### src/common/dbg_pkg.sv
`default_nettype none

package dbg_pkg;

	localparam int NB_DATA   = 32;	// word width
	localparam int NB_ADDR   = 6;	// 64 instruction words
	localparam int NB_REG    = 3;	// 8 registers
	localparam int NB_CYCLES = 16;	// instruction counter width
	localparam int NB_BYTE   = 8;

	localparam int CLKS_PER_BIT = 8;	// clocks per serial bit
	localparam int NB_BIT_CNT   = $clog2(CLKS_PER_BIT);

	typedef logic [NB_DATA-1:0]    data_t;
	typedef logic [NB_ADDR-1:0]    addr_t;
	typedef logic [NB_REG-1:0]     reg_idx_t;
	typedef logic [NB_CYCLES-1:0]  cycles_t;
	typedef logic [NB_BYTE-1:0]    byte_t;
	typedef logic [NB_BIT_CNT-1:0] bit_cnt_t;

	localparam logic [5:0] OP_RTYPE  = 6'd0;
	localparam logic [5:0] OP_ADDI   = 6'd8;
	localparam logic [5:0] OP_HALT   = 6'd63;
	localparam logic [5:0] FUNCT_ADD = 6'd32;

	localparam byte_t CMD_LOAD = 8'h4c;	// 'L'
	localparam byte_t CMD_RUN  = 8'h52;	// 'R'
	localparam byte_t CMD_STEP = 8'h53;	// 'S'

	// dump is pc, count low/high, then 8 registers of 4 bytes each
	localparam int DUMP_HDR_BYTES = 3;
	localparam int DUMP_BYTES     = 35;
	localparam int NB_DUMP_IDX    = $clog2(DUMP_BYTES);

	typedef logic [NB_DUMP_IDX-1:0] dump_idx_t;

	typedef enum logic [2:0] {
		IDLE,
		LOAD_BYTES,
		RUNNING,
		STEPPING,
		DUMP_SEND,
		DUMP_WAIT
	} dbg_state_t;

endpackage

`default_nettype wire

### src/source/uart_rx.sv
`timescale 1ns/1ns
`default_nettype none

module uart_rx (
	input  logic           i_clock,
	input  logic           i_rst_n,
	input  logic           i_rx,
	output dbg_pkg::byte_t o_byte,
	output logic           o_valid
);

	typedef enum logic [1:0] {RX_IDLE, RX_START, RX_DATA, RX_STOP} rx_state_t;

	rx_state_t         state;
	logic              rx_meta;
	logic              rx_sync;
	dbg_pkg::bit_cnt_t clk_cnt;
	logic [2:0]        bit_idx;
	dbg_pkg::byte_t    shift;

	always_ff @(posedge i_clock) begin
		if (!i_rst_n) begin
			rx_meta <= 1'b1;	// line idles high
			rx_sync <= 1'b1;
		end else begin
			rx_meta <= i_rx;
			rx_sync <= rx_meta;
		end
	end

	always_ff @(posedge i_clock) begin
		if (!i_rst_n) begin
			state   <= RX_IDLE;
			clk_cnt <= '0;
			bit_idx <= '0;
			o_valid <= 1'b0;
		end else begin
			o_valid <= 1'b0;
			case (state)
			RX_IDLE: begin
				clk_cnt <= '0;
				if (!rx_sync) state <= RX_START;	// falling edge of start bit
			end
			RX_START: begin
				if (clk_cnt == dbg_pkg::bit_cnt_t'(dbg_pkg::CLKS_PER_BIT / 2 - 1)) begin
					clk_cnt <= '0;
					bit_idx <= '0;
					state   <= rx_sync ? RX_IDLE : RX_DATA;	// glitch goes back to idle
				end else begin
					clk_cnt <= clk_cnt + 1'b1;
				end
			end
			RX_DATA: begin
				if (clk_cnt == dbg_pkg::bit_cnt_t'(dbg_pkg::CLKS_PER_BIT - 1)) begin
					clk_cnt <= '0;
					shift   <= {rx_sync, shift[7:1]};	// lsb arrives first
					bit_idx <= bit_idx + 1'b1;
					if (bit_idx == 3'd7) state <= RX_STOP;
				end else begin
					clk_cnt <= clk_cnt + 1'b1;
				end
			end
			default: begin
				if (clk_cnt == dbg_pkg::bit_cnt_t'(dbg_pkg::CLKS_PER_BIT - 1)) begin
					o_valid <= rx_sync;	// no stop bit, byte dropped
					state   <= RX_IDLE;
				end else begin
					clk_cnt <= clk_cnt + 1'b1;
				end
			end
			endcase
		end
	end

	assign o_byte = shift;

	a_valid_pulse: assert property (@(posedge i_clock) disable iff (!i_rst_n)
		o_valid |=> !o_valid);

endmodule

`default_nettype wire

### src/source/uart_tx.sv
`timescale 1ns/1ns
`default_nettype none

module uart_tx (
	input  logic           i_clock,
	input  logic           i_rst_n,
	input  dbg_pkg::byte_t i_byte,
	input  logic           i_valid,
	output logic           o_ready,
	output logic           o_tx
);

	logic              busy;
	logic [8:0]        shift;	// data bits then stop bit
	dbg_pkg::bit_cnt_t clk_cnt;
	logic [3:0]        bit_idx;	// 0 start, 1..8 data, 9 stop

	assign o_ready = !busy;

	always_ff @(posedge i_clock) begin
		if (!i_rst_n) begin
			busy    <= 1'b0;
			o_tx    <= 1'b1;
			clk_cnt <= '0;
			bit_idx <= '0;
		end else if (!busy) begin
			if (i_valid) begin
				busy    <= 1'b1;
				o_tx    <= 1'b0;	// start bit
				clk_cnt <= '0;
				bit_idx <= '0;
			end
		end else if (clk_cnt == dbg_pkg::bit_cnt_t'(dbg_pkg::CLKS_PER_BIT - 1)) begin
			clk_cnt <= '0;
			if (bit_idx == 4'd9) begin
				busy <= 1'b0;	// stop bit done
			end else begin
				o_tx    <= shift[0];
				bit_idx <= bit_idx + 1'b1;
			end
		end else begin
			clk_cnt <= clk_cnt + 1'b1;
		end
	end

	always_ff @(posedge i_clock) begin
		if (!busy && i_valid)
			shift <= {1'b1, i_byte};
		else if (busy && clk_cnt == dbg_pkg::bit_cnt_t'(dbg_pkg::CLKS_PER_BIT - 1))
			shift <= {1'b1, shift[8:1]};
	end

	// a waiting sender keeps its byte until it is taken
	a_hold_byte: assert property (@(posedge i_clock) disable iff (!i_rst_n)
		(i_valid && !o_ready) |=> (i_valid && $stable(i_byte)));

endmodule

`default_nettype wire

### src/debug_unit/debug_unit.sv
`timescale 1ns/1ns
`default_nettype none

module debug_unit (
	input  logic                i_clock,
	input  logic                i_rst_n,
	input  dbg_pkg::byte_t      i_rx_byte,
	input  logic                i_rx_valid,
	output dbg_pkg::byte_t      o_tx_byte,
	output logic                o_tx_valid,
	input  logic                i_tx_ready,
	output logic                o_inst_we,
	output dbg_pkg::addr_t      o_inst_addr,
	output dbg_pkg::data_t      o_inst_data,
	output logic                o_exec_en,
	input  logic                i_halted,
	input  dbg_pkg::addr_t      i_pc,
	input  dbg_pkg::cycles_t    i_count,
	output dbg_pkg::reg_idx_t   o_reg_sel,
	input  dbg_pkg::data_t      i_reg_data,
	output dbg_pkg::dbg_state_t o_state
);

	dbg_pkg::dbg_state_t state;
	dbg_pkg::addr_t      load_addr;
	dbg_pkg::data_t      word;
	logic [1:0]          byte_cnt;
	dbg_pkg::dump_idx_t  dump_idx;
	dbg_pkg::dump_idx_t  dump_rel;
	dbg_pkg::byte_t      dump_byte;

	assign o_state     = state;
	assign o_inst_addr = load_addr;
	assign o_inst_data = word;
	assign o_exec_en   = (state == dbg_pkg::RUNNING) || (state == dbg_pkg::STEPPING);

	// register bytes start after the pc and count header
	assign dump_rel  = dump_idx - dbg_pkg::dump_idx_t'(dbg_pkg::DUMP_HDR_BYTES);
	assign o_reg_sel = dump_rel[4:2];

	always_comb begin
		case (dump_idx)
		dbg_pkg::dump_idx_t'(0): dump_byte = dbg_pkg::byte_t'(i_pc);	// zero extended
		dbg_pkg::dump_idx_t'(1): dump_byte = i_count[7:0];
		dbg_pkg::dump_idx_t'(2): dump_byte = i_count[15:8];
		default:                 dump_byte = i_reg_data[8*dump_rel[1:0] +: 8];
		endcase
	end

	always_ff @(posedge i_clock) begin
		if (!i_rst_n) begin
			state      <= dbg_pkg::IDLE;
			load_addr  <= '0;
			byte_cnt   <= '0;
			dump_idx   <= '0;
			o_inst_we  <= 1'b0;
			o_tx_valid <= 1'b0;
		end else begin
			o_inst_we <= 1'b0;
			if (o_inst_we) load_addr <= load_addr + 1'b1;	// wraps at 64
			case (state)
			dbg_pkg::IDLE: begin
				if (i_rx_valid) begin
					case (i_rx_byte)
					dbg_pkg::CMD_LOAD: state <= dbg_pkg::LOAD_BYTES;
					dbg_pkg::CMD_RUN:  state <= dbg_pkg::RUNNING;
					dbg_pkg::CMD_STEP: state <= dbg_pkg::STEPPING;
					default:           state <= dbg_pkg::IDLE;	// unknown byte
					endcase
				end
			end
			dbg_pkg::LOAD_BYTES: begin
				if (i_rx_valid) begin
					byte_cnt <= byte_cnt + 1'b1;
					if (byte_cnt == 2'd3) begin
						o_inst_we <= 1'b1;	// word complete
						state     <= dbg_pkg::IDLE;
					end
				end
			end
			dbg_pkg::RUNNING: begin
				if (i_halted) state <= dbg_pkg::DUMP_SEND;
			end
			dbg_pkg::STEPPING: begin
				state <= dbg_pkg::DUMP_SEND;	// one exec cycle only
			end
			dbg_pkg::DUMP_SEND: begin
				o_tx_valid <= 1'b1;
				state      <= dbg_pkg::DUMP_WAIT;
			end
			dbg_pkg::DUMP_WAIT: begin
				if (o_tx_valid && i_tx_ready) begin
					o_tx_valid <= 1'b0;
					if (dump_idx == dbg_pkg::dump_idx_t'(dbg_pkg::DUMP_BYTES - 1)) begin
						dump_idx <= '0;
						state    <= dbg_pkg::IDLE;
					end else begin
						dump_idx <= dump_idx + 1'b1;
						state    <= dbg_pkg::DUMP_SEND;
					end
				end
			end
			default: state <= dbg_pkg::IDLE;
			endcase
		end
	end

	always_ff @(posedge i_clock) begin
		if (state == dbg_pkg::LOAD_BYTES && i_rx_valid)
			word <= {i_rx_byte, word[31:8]};	// lsb first
		if (state == dbg_pkg::DUMP_SEND)
			o_tx_byte <= dump_byte;
	end

	// loading and executing never overlap
	a_no_exec_on_load: assert property (@(posedge i_clock) disable iff (!i_rst_n)
		!(o_exec_en && o_inst_we));

endmodule

`default_nettype wire

### src/core/core_datapath.sv
`timescale 1ns/1ns
`default_nettype none

module core_datapath (
	input  logic              i_clock,
	input  logic              i_rst_n,
	input  logic              i_inst_we,
	input  dbg_pkg::addr_t    i_inst_addr,
	input  dbg_pkg::data_t    i_inst_data,
	input  logic              i_exec_en,
	input  dbg_pkg::reg_idx_t i_reg_sel,
	output dbg_pkg::data_t    o_reg_data,
	output dbg_pkg::addr_t    o_pc,
	output dbg_pkg::cycles_t  o_count,
	output logic              o_halted
);

	dbg_pkg::data_t    imem [2**dbg_pkg::NB_ADDR];
	dbg_pkg::data_t    regs [2**dbg_pkg::NB_REG];

	dbg_pkg::data_t    inst;
	logic [5:0]        opcode;
	logic [5:0]        funct;
	dbg_pkg::reg_idx_t rs;
	dbg_pkg::reg_idx_t rt;
	dbg_pkg::reg_idx_t rd;
	dbg_pkg::data_t    imm_ext;
	dbg_pkg::data_t    rs_val;
	dbg_pkg::data_t    rt_val;
	logic              wr_en;
	dbg_pkg::reg_idx_t wr_idx;
	dbg_pkg::data_t    wr_val;
	logic              is_halt;
	logic              step;

	always_ff @(posedge i_clock) begin
		if (i_inst_we) imem[i_inst_addr] <= i_inst_data;
	end

	// fetch and field split, only the low bits of each register field
	assign inst    = imem[o_pc];
	assign opcode  = inst[31:26];
	assign rs      = inst[23:21];
	assign rt      = inst[18:16];
	assign rd      = inst[13:11];
	assign funct   = inst[5:0];
	assign imm_ext = {{16{inst[15]}}, inst[15:0]};	// sign extended

	assign rs_val     = regs[rs];
	assign rt_val     = regs[rt];
	assign o_reg_data = regs[i_reg_sel];

	always_comb begin
		wr_en   = 1'b0;
		wr_idx  = rt;
		wr_val  = rs_val + imm_ext;
		is_halt = 1'b0;
		case (opcode)
		dbg_pkg::OP_ADDI: wr_en = 1'b1;
		dbg_pkg::OP_RTYPE: begin
			if (funct == dbg_pkg::FUNCT_ADD) begin
				wr_en  = 1'b1;
				wr_idx = rd;
				wr_val = rs_val + rt_val;
			end
		end
		dbg_pkg::OP_HALT: is_halt = 1'b1;
		default: wr_en = 1'b0;	// treated as no-op
		endcase
	end

	assign step = i_exec_en && !o_halted;	// enable has no effect once halted

	always_ff @(posedge i_clock) begin
		if (!i_rst_n) begin
			o_pc     <= '0;
			o_count  <= '0;
			o_halted <= 1'b0;
			for (int i = 0; i < 2**dbg_pkg::NB_REG; i++) begin
				regs[i] <= '0;
			end
		end else if (step) begin
			o_pc    <= o_pc + 1'b1;
			o_count <= o_count + 1'b1;
			if (is_halt) o_halted <= 1'b1;
			if (wr_en && wr_idx != '0) regs[wr_idx] <= wr_val;	// r0 stays zero
		end
	end

endmodule

`default_nettype wire

### src/source/dbg_top.sv
`timescale 1ns/1ns
`default_nettype none

module dbg_top (
	input  logic                i_clock,
	input  logic                i_rst_n,
	input  logic                i_rx,
	output logic                o_tx,
	output dbg_pkg::dbg_state_t o_state
);

	dbg_pkg::byte_t    rx_byte;
	logic              rx_valid;
	dbg_pkg::byte_t    tx_byte;
	logic              tx_valid;
	logic              tx_ready;
	logic              inst_we;
	dbg_pkg::addr_t    inst_addr;
	dbg_pkg::data_t    inst_data;	// word to load
	logic              exec_en;
	logic              halted;
	dbg_pkg::addr_t    pc;
	dbg_pkg::cycles_t  count;
	dbg_pkg::reg_idx_t reg_sel;	// dump register select
	dbg_pkg::data_t    reg_data;

	uart_rx u_uart_rx (
		.i_clock (i_clock),
		.i_rst_n (i_rst_n),
		.i_rx    (i_rx),
		.o_byte  (rx_byte),
		.o_valid (rx_valid)
	);

	uart_tx u_uart_tx (
		.i_clock (i_clock),
		.i_rst_n (i_rst_n),
		.i_byte  (tx_byte),
		.i_valid (tx_valid),
		.o_ready (tx_ready),
		.o_tx    (o_tx)
	);

	debug_unit u_debug_unit (
		.i_clock     (i_clock),
		.i_rst_n     (i_rst_n),
		.i_rx_byte   (rx_byte),
		.i_rx_valid  (rx_valid),
		.o_tx_byte   (tx_byte),
		.o_tx_valid  (tx_valid),
		.i_tx_ready  (tx_ready),
		.o_inst_we   (inst_we),
		.o_inst_addr (inst_addr),
		.o_inst_data (inst_data),
		.o_exec_en   (exec_en),
		.i_halted    (halted),
		.i_pc        (pc),
		.i_count     (count),
		.o_reg_sel   (reg_sel),
		.i_reg_data  (reg_data),
		.o_state     (o_state)
	);

	core_datapath u_core (
		.i_clock     (i_clock),
		.i_rst_n     (i_rst_n),
		.i_inst_we   (inst_we),
		.i_inst_addr (inst_addr),
		.i_inst_data (inst_data),
		.i_exec_en   (exec_en),
		.i_reg_sel   (reg_sel),
		.o_reg_data  (reg_data),
		.o_pc        (pc),
		.o_count     (count),
		.o_halted    (halted)
	);

endmodule

`default_nettype wire

### config.mk
export PLATFORM = sky130hd
export DESIGN_NAME = dbg_top
export DESIGN_NICKNAME = d
export VERILOG_FILES = /design/src/common/dbg_pkg.sv /design/src/source/uart_rx.sv /design/src/source/uart_tx.sv /design/src/debug_unit/debug_unit.sv /design/src/core/core_datapath.sv /design/src/source/dbg_top.sv
export SDC_FILE = /design/constraint.sdc
export NUM_CORES = 2
export LEC_CHECK = 0
export ABC_AREA = 1
export BUFFER_PORTS_ARGS = -buffer_cell sky130_fd_sc_hd__buf_2
export CELL_PAD_IN_SITES_DETAIL_PLACEMENT = 1
export CELL_PAD_IN_SITES_GLOBAL_PLACEMENT = 1
export CORE_MARGIN = 2
export CORE_UTILIZATION = 43
export CTS_CLUSTER_DIAMETER = 30
export DETAILED_ROUTE_END_ITERATION = 8
export HOLD_SLACK_MARGIN = 0.08
export PLACE_DENSITY_LB_ADDON = 0.1
export SYNTH_ARGS = -nofsm -noshare
export SYNTH_HDL_FRONTEND = slang
export SYNTH_SLANG_ARGS = --single-unit
### constraint.sdc
create_clock -name i_clock -period 5.75 [get_ports i_clock]
set_input_delay 1.725 -clock i_clock [delete_from_list [all_inputs] [get_ports i_clock]]
set_output_delay 1.725 -clock i_clock [all_outputs]
set_load 0.02 [all_outputs]
==> impl_results.md <==
- Slew HR: 0.0733
- Sequential Area: ~65,000 um2
- All-Layer GR Usage: 0.314
- Clk_skew: 0.0946 ns
- Initial Util: 0.432
- Die height: roughly 480 um
- Cell Area, Placed: 102,000 um2
- Fin crit share: 0.992
- Number of synthesized flops with an enable pin: 2,104
- Seq/Total Area, Yosys: 0.675
- GPL Wtd Cong: 0.906
- Via/cell ratio: about 6.1
- Number of remaining DRC errors: 0
- Met2 global-route usage: 0.506
- Yosys cell types: between 50 and 60
- Yosys reg bits: 2,172
- Rows: ~170
- First-pass detailed-route iteration total: 5
- Max IR drop VDD: roughly 0.34 mV
- Reg-to-reg endpoint: u_core.regs[3][28]$_SDFFCE_PN0P_
- Util after Layout: 0.534
- Clk root buf: clkbuf_16
- PortBufs: 6
- Area grow syn2layout: 23.7%
- Finished Cell Area: 118,000 um2
- Status: finished, final reports clean
- CP max stage delay: between 0.7 and 0.8 ns
- Min cycle time layout: 5.70 ns
- Worst-case reg-to-reg path depth: 21
- Commonest non-fill, non-tap cells in the layout: edfxtp_1, nand2_1, nor2_1
- Gate Count Post-Synth: 8,645
- Cell Area, Synth: 95,700 um2
- Clock Tree Buf Depth: 4
- Clock Latency Late Sink: 0.99 ns
- Worst-path fanout max: 39
- Die Width: around 480 um
- Via count: approximately 75,000
- GR Layer Usage met1: 0.428
- Fillers: 22,857
- Max-cap violation count: 0
- Dpl hpwl: 208,000 um
- Total core area: roughly 220,000 um2
- Measured slew at the worst slew-check pin: 1.39 ns
- Post-synthesis average cell area: 11.1 um2
- Final Max Slew Viols: 0
- TritonCTS clock tree: built
- First-pass GRT wire length: approximately 520,000 um
- Final setup viols: 0
- CP max stage cell: o211ai_1
- Share of cells above drive strength 1: 0.143
- IO Pins: 7
- CTS Sinks: 2,172
- DR iter-0 viols: between 7,000 and 8,000
- M3 GR Usage: 0.0476
- Crit. End Element: register
- Min-Delay Path Class: reg -> reg
- Flop-to-flop setup slack: 0.05 ns
- Final Hold Viols: 0
- Critical path cell sequence: clkbuf_4 > buf_4 > inv_8 > clkbuf_16 > o21ai_1 > o22ai_1 > nand2_1 > nand2_1 > nand2_1 > o21ai_0 > o211ai_1 > nand2_1 > nor2_1 > nand3_1 > nor2_4 > nand2_1 > o21ai_4 > inv_2 > nand4_1 > buf_4 > nor2_1
- Layer with the highest usage: met2
- Die area: 226,000 um2
- GRT overflow: 0
- Crit path DAT: 6.32 ns
- Multi-input logic area: 28,100 um2
- FFs w/ async S/R, synth: 0
- Ys flop type: edfxtp_1
- Initial antenna violation count: 16
- Synth warnings: 0
- Commonest non-fill, non-tap cell in the layout: edfxtp_1
- Req. time, crit path: around 6.4 ns
- CP Class: reg -> reg
- Final wirelength: about 360,000 um
- Worst setup SP type: register
- Worst setup path end: u_core.regs[3][28]$_SDFFCE_PN0P_
- Wire per inst: about 29 um
- Vias in the first global route: 76,781
- Power Density: 452 nW/um2
- Largest net degree at the start of global routing: 143
- ANT nets after route: 0
- # nets final: approximately 9,000
- CTS Buf Count: roughly 480
- Worst path most repeated cell: nand2_1
- Fmax: 0.175 GHz
- Leakage: 42.7 nW
- Reg clk slew, reported paths: 0.05 ns
- Htree depth: 5
## report_power, final
part	internal [mW]	leakage, nW	switching (mW)	total, mW
clock network	18.4	7.76	8.68	27.1
logic	2.90	15.2	6.06	8.97
registers	17.3	19.8	0.0846	17.3
total	38.6	42.7	14.8	53.4
## kinds of logic (layout without fill, tap and decap cells)
logic type               after synthesis  after routing  share of synthesized area
AND/OR/NAND/NOR                     3387           3387                      0.146
flip-flops                          2172           2172                      0.675
AO/OA/AOI/OAI                       2073           2073                      0.125
buffers and inverters                898           1658                     0.0400
adder cells (fa/ha/maj)               81             81                     0.0106
XOR/XNOR                              25             25                    0.00229
multiplexers                           8              8                   0.000837
other                                  1             37                  0.0000392
## what timing repair did
action                     CTS  global route
setup endpoints to repair    9           213
gates resized for setup      4            54
cloned                       1             9
setup buffers                0             6
hold buffers                 0             0
pin swaps                    0             1
## flip-flops by register name (all words and copies together), names as in the netlist, 4 cells and up, named ones only
| register | count |
|---|---|
| u_core.imem | 1792 |
| u_core.regs | 256 |
| u_debug_unit.o_inst_data | 32 |
| u_core.o_count | 16 |
| u_debug_unit.o_tx_byte | 8 |
| u_uart_rx.o_byte | 8 |
| u_uart_tx.shift | 8 |
| u_core.o_pc | 6 |
| u_debug_unit.dump_idx | 6 |
| u_debug_unit.o_inst_addr | 6 |
| u_uart_tx.bit_idx | 4 |
## stage by stage
step	power, mW	TNS [ns]	std cells	hold WS [ns]	setup slack, ns
floorplan	22.6	0	8676	0.393	1.14
global placement	26.0	0	11528	0.404	0.138
detailed placement	26.1	0	11528	0.405	0.0231
CTS	53.3	0	12396	0.415	0.00246
global route	55.1	-0.0128	12412	0.418	-0.0111
finish	53.4	0	12416	0.415	0.0452
## worst min path at each step
stage / cells past startpoint / start / end
final: 0 / u_debug_unit.o_inst_data[20]$_DFFE_PP_ / u_debug_unit.o_inst_data[12]$_DFFE_PP_
after global routing: 0 / u_debug_unit.o_inst_data[20]$_DFFE_PP_ / u_debug_unit.o_inst_data[12]$_DFFE_PP_
after CTS: 0 / u_debug_unit.o_inst_data[20]$_DFFE_PP_ / u_debug_unit.o_inst_data[12]$_DFFE_PP_
after global placement: 1 / u_uart_rx.rx_meta$_SDFF_PN1_ / u_uart_rx.rx_sync$_SDFF_PN1_
after floorplan: 1 / u_uart_rx.rx_meta$_SDFF_PN1_ / u_uart_rx.rx_sync$_SDFF_PN1_
after detailed placement: 1 / u_uart_rx.rx_meta$_SDFF_PN1_ / u_uart_rx.rx_sync$_SDFF_PN1_
## final cells by class
cell class	count	area share
flip-flops and latches	2172	0.546
multi-input cells	5606	0.238
clock buffers	543	0.104
repair buffers	458	0.0386
clock inverters	324	0.0316
well taps	2975	0.0315
inverters	331	0.0109
repair inverters	2	0.000190
diodes	5	0.000106
## cell usage after synthesis, types with 57 or more instances
library cell	count	area, um2
nor3_1	76	380
buf_1	57	214
edfxtp_1	2104	63200
a221oi_1	74	648
nand2_1	1639	6150
a32o_1	75	751
o211ai_1	65	488
o21ai_1	79	395
ha_1	81	1010
a21oi_1	615	3080
nand3_1	740	3700
o22ai_1	224	1400
clkbuf_1	300	1130
inv_1	319	1200
dfxtp_1	68	1360
buf_2	159	796
o21ai_0	781	3910
nor2_1	863	3240
## layer usage
metal | wire, um | up-vias | part of all wire
met5 | 25 | - | 0.000069
met4 | 14000 | 4 | 0.038
met3 | 27200 | 718 | 0.075
met2 | 171000 | 3172 | 0.47
met1 | 152000 | 38932 | 0.42
li1 | - | 32366 | -
## worst max-delay path, delay by kind of cell, from the launching register on
kind                   cells  cell delay, ns
AOI/OAI and AO/OA          5            1.41
buffers and inverters      6            1.58
DFF                        1            0.53
and+or+nand+nor           10            1.73
Note: power is estimated with default switching activity, not from simulation.
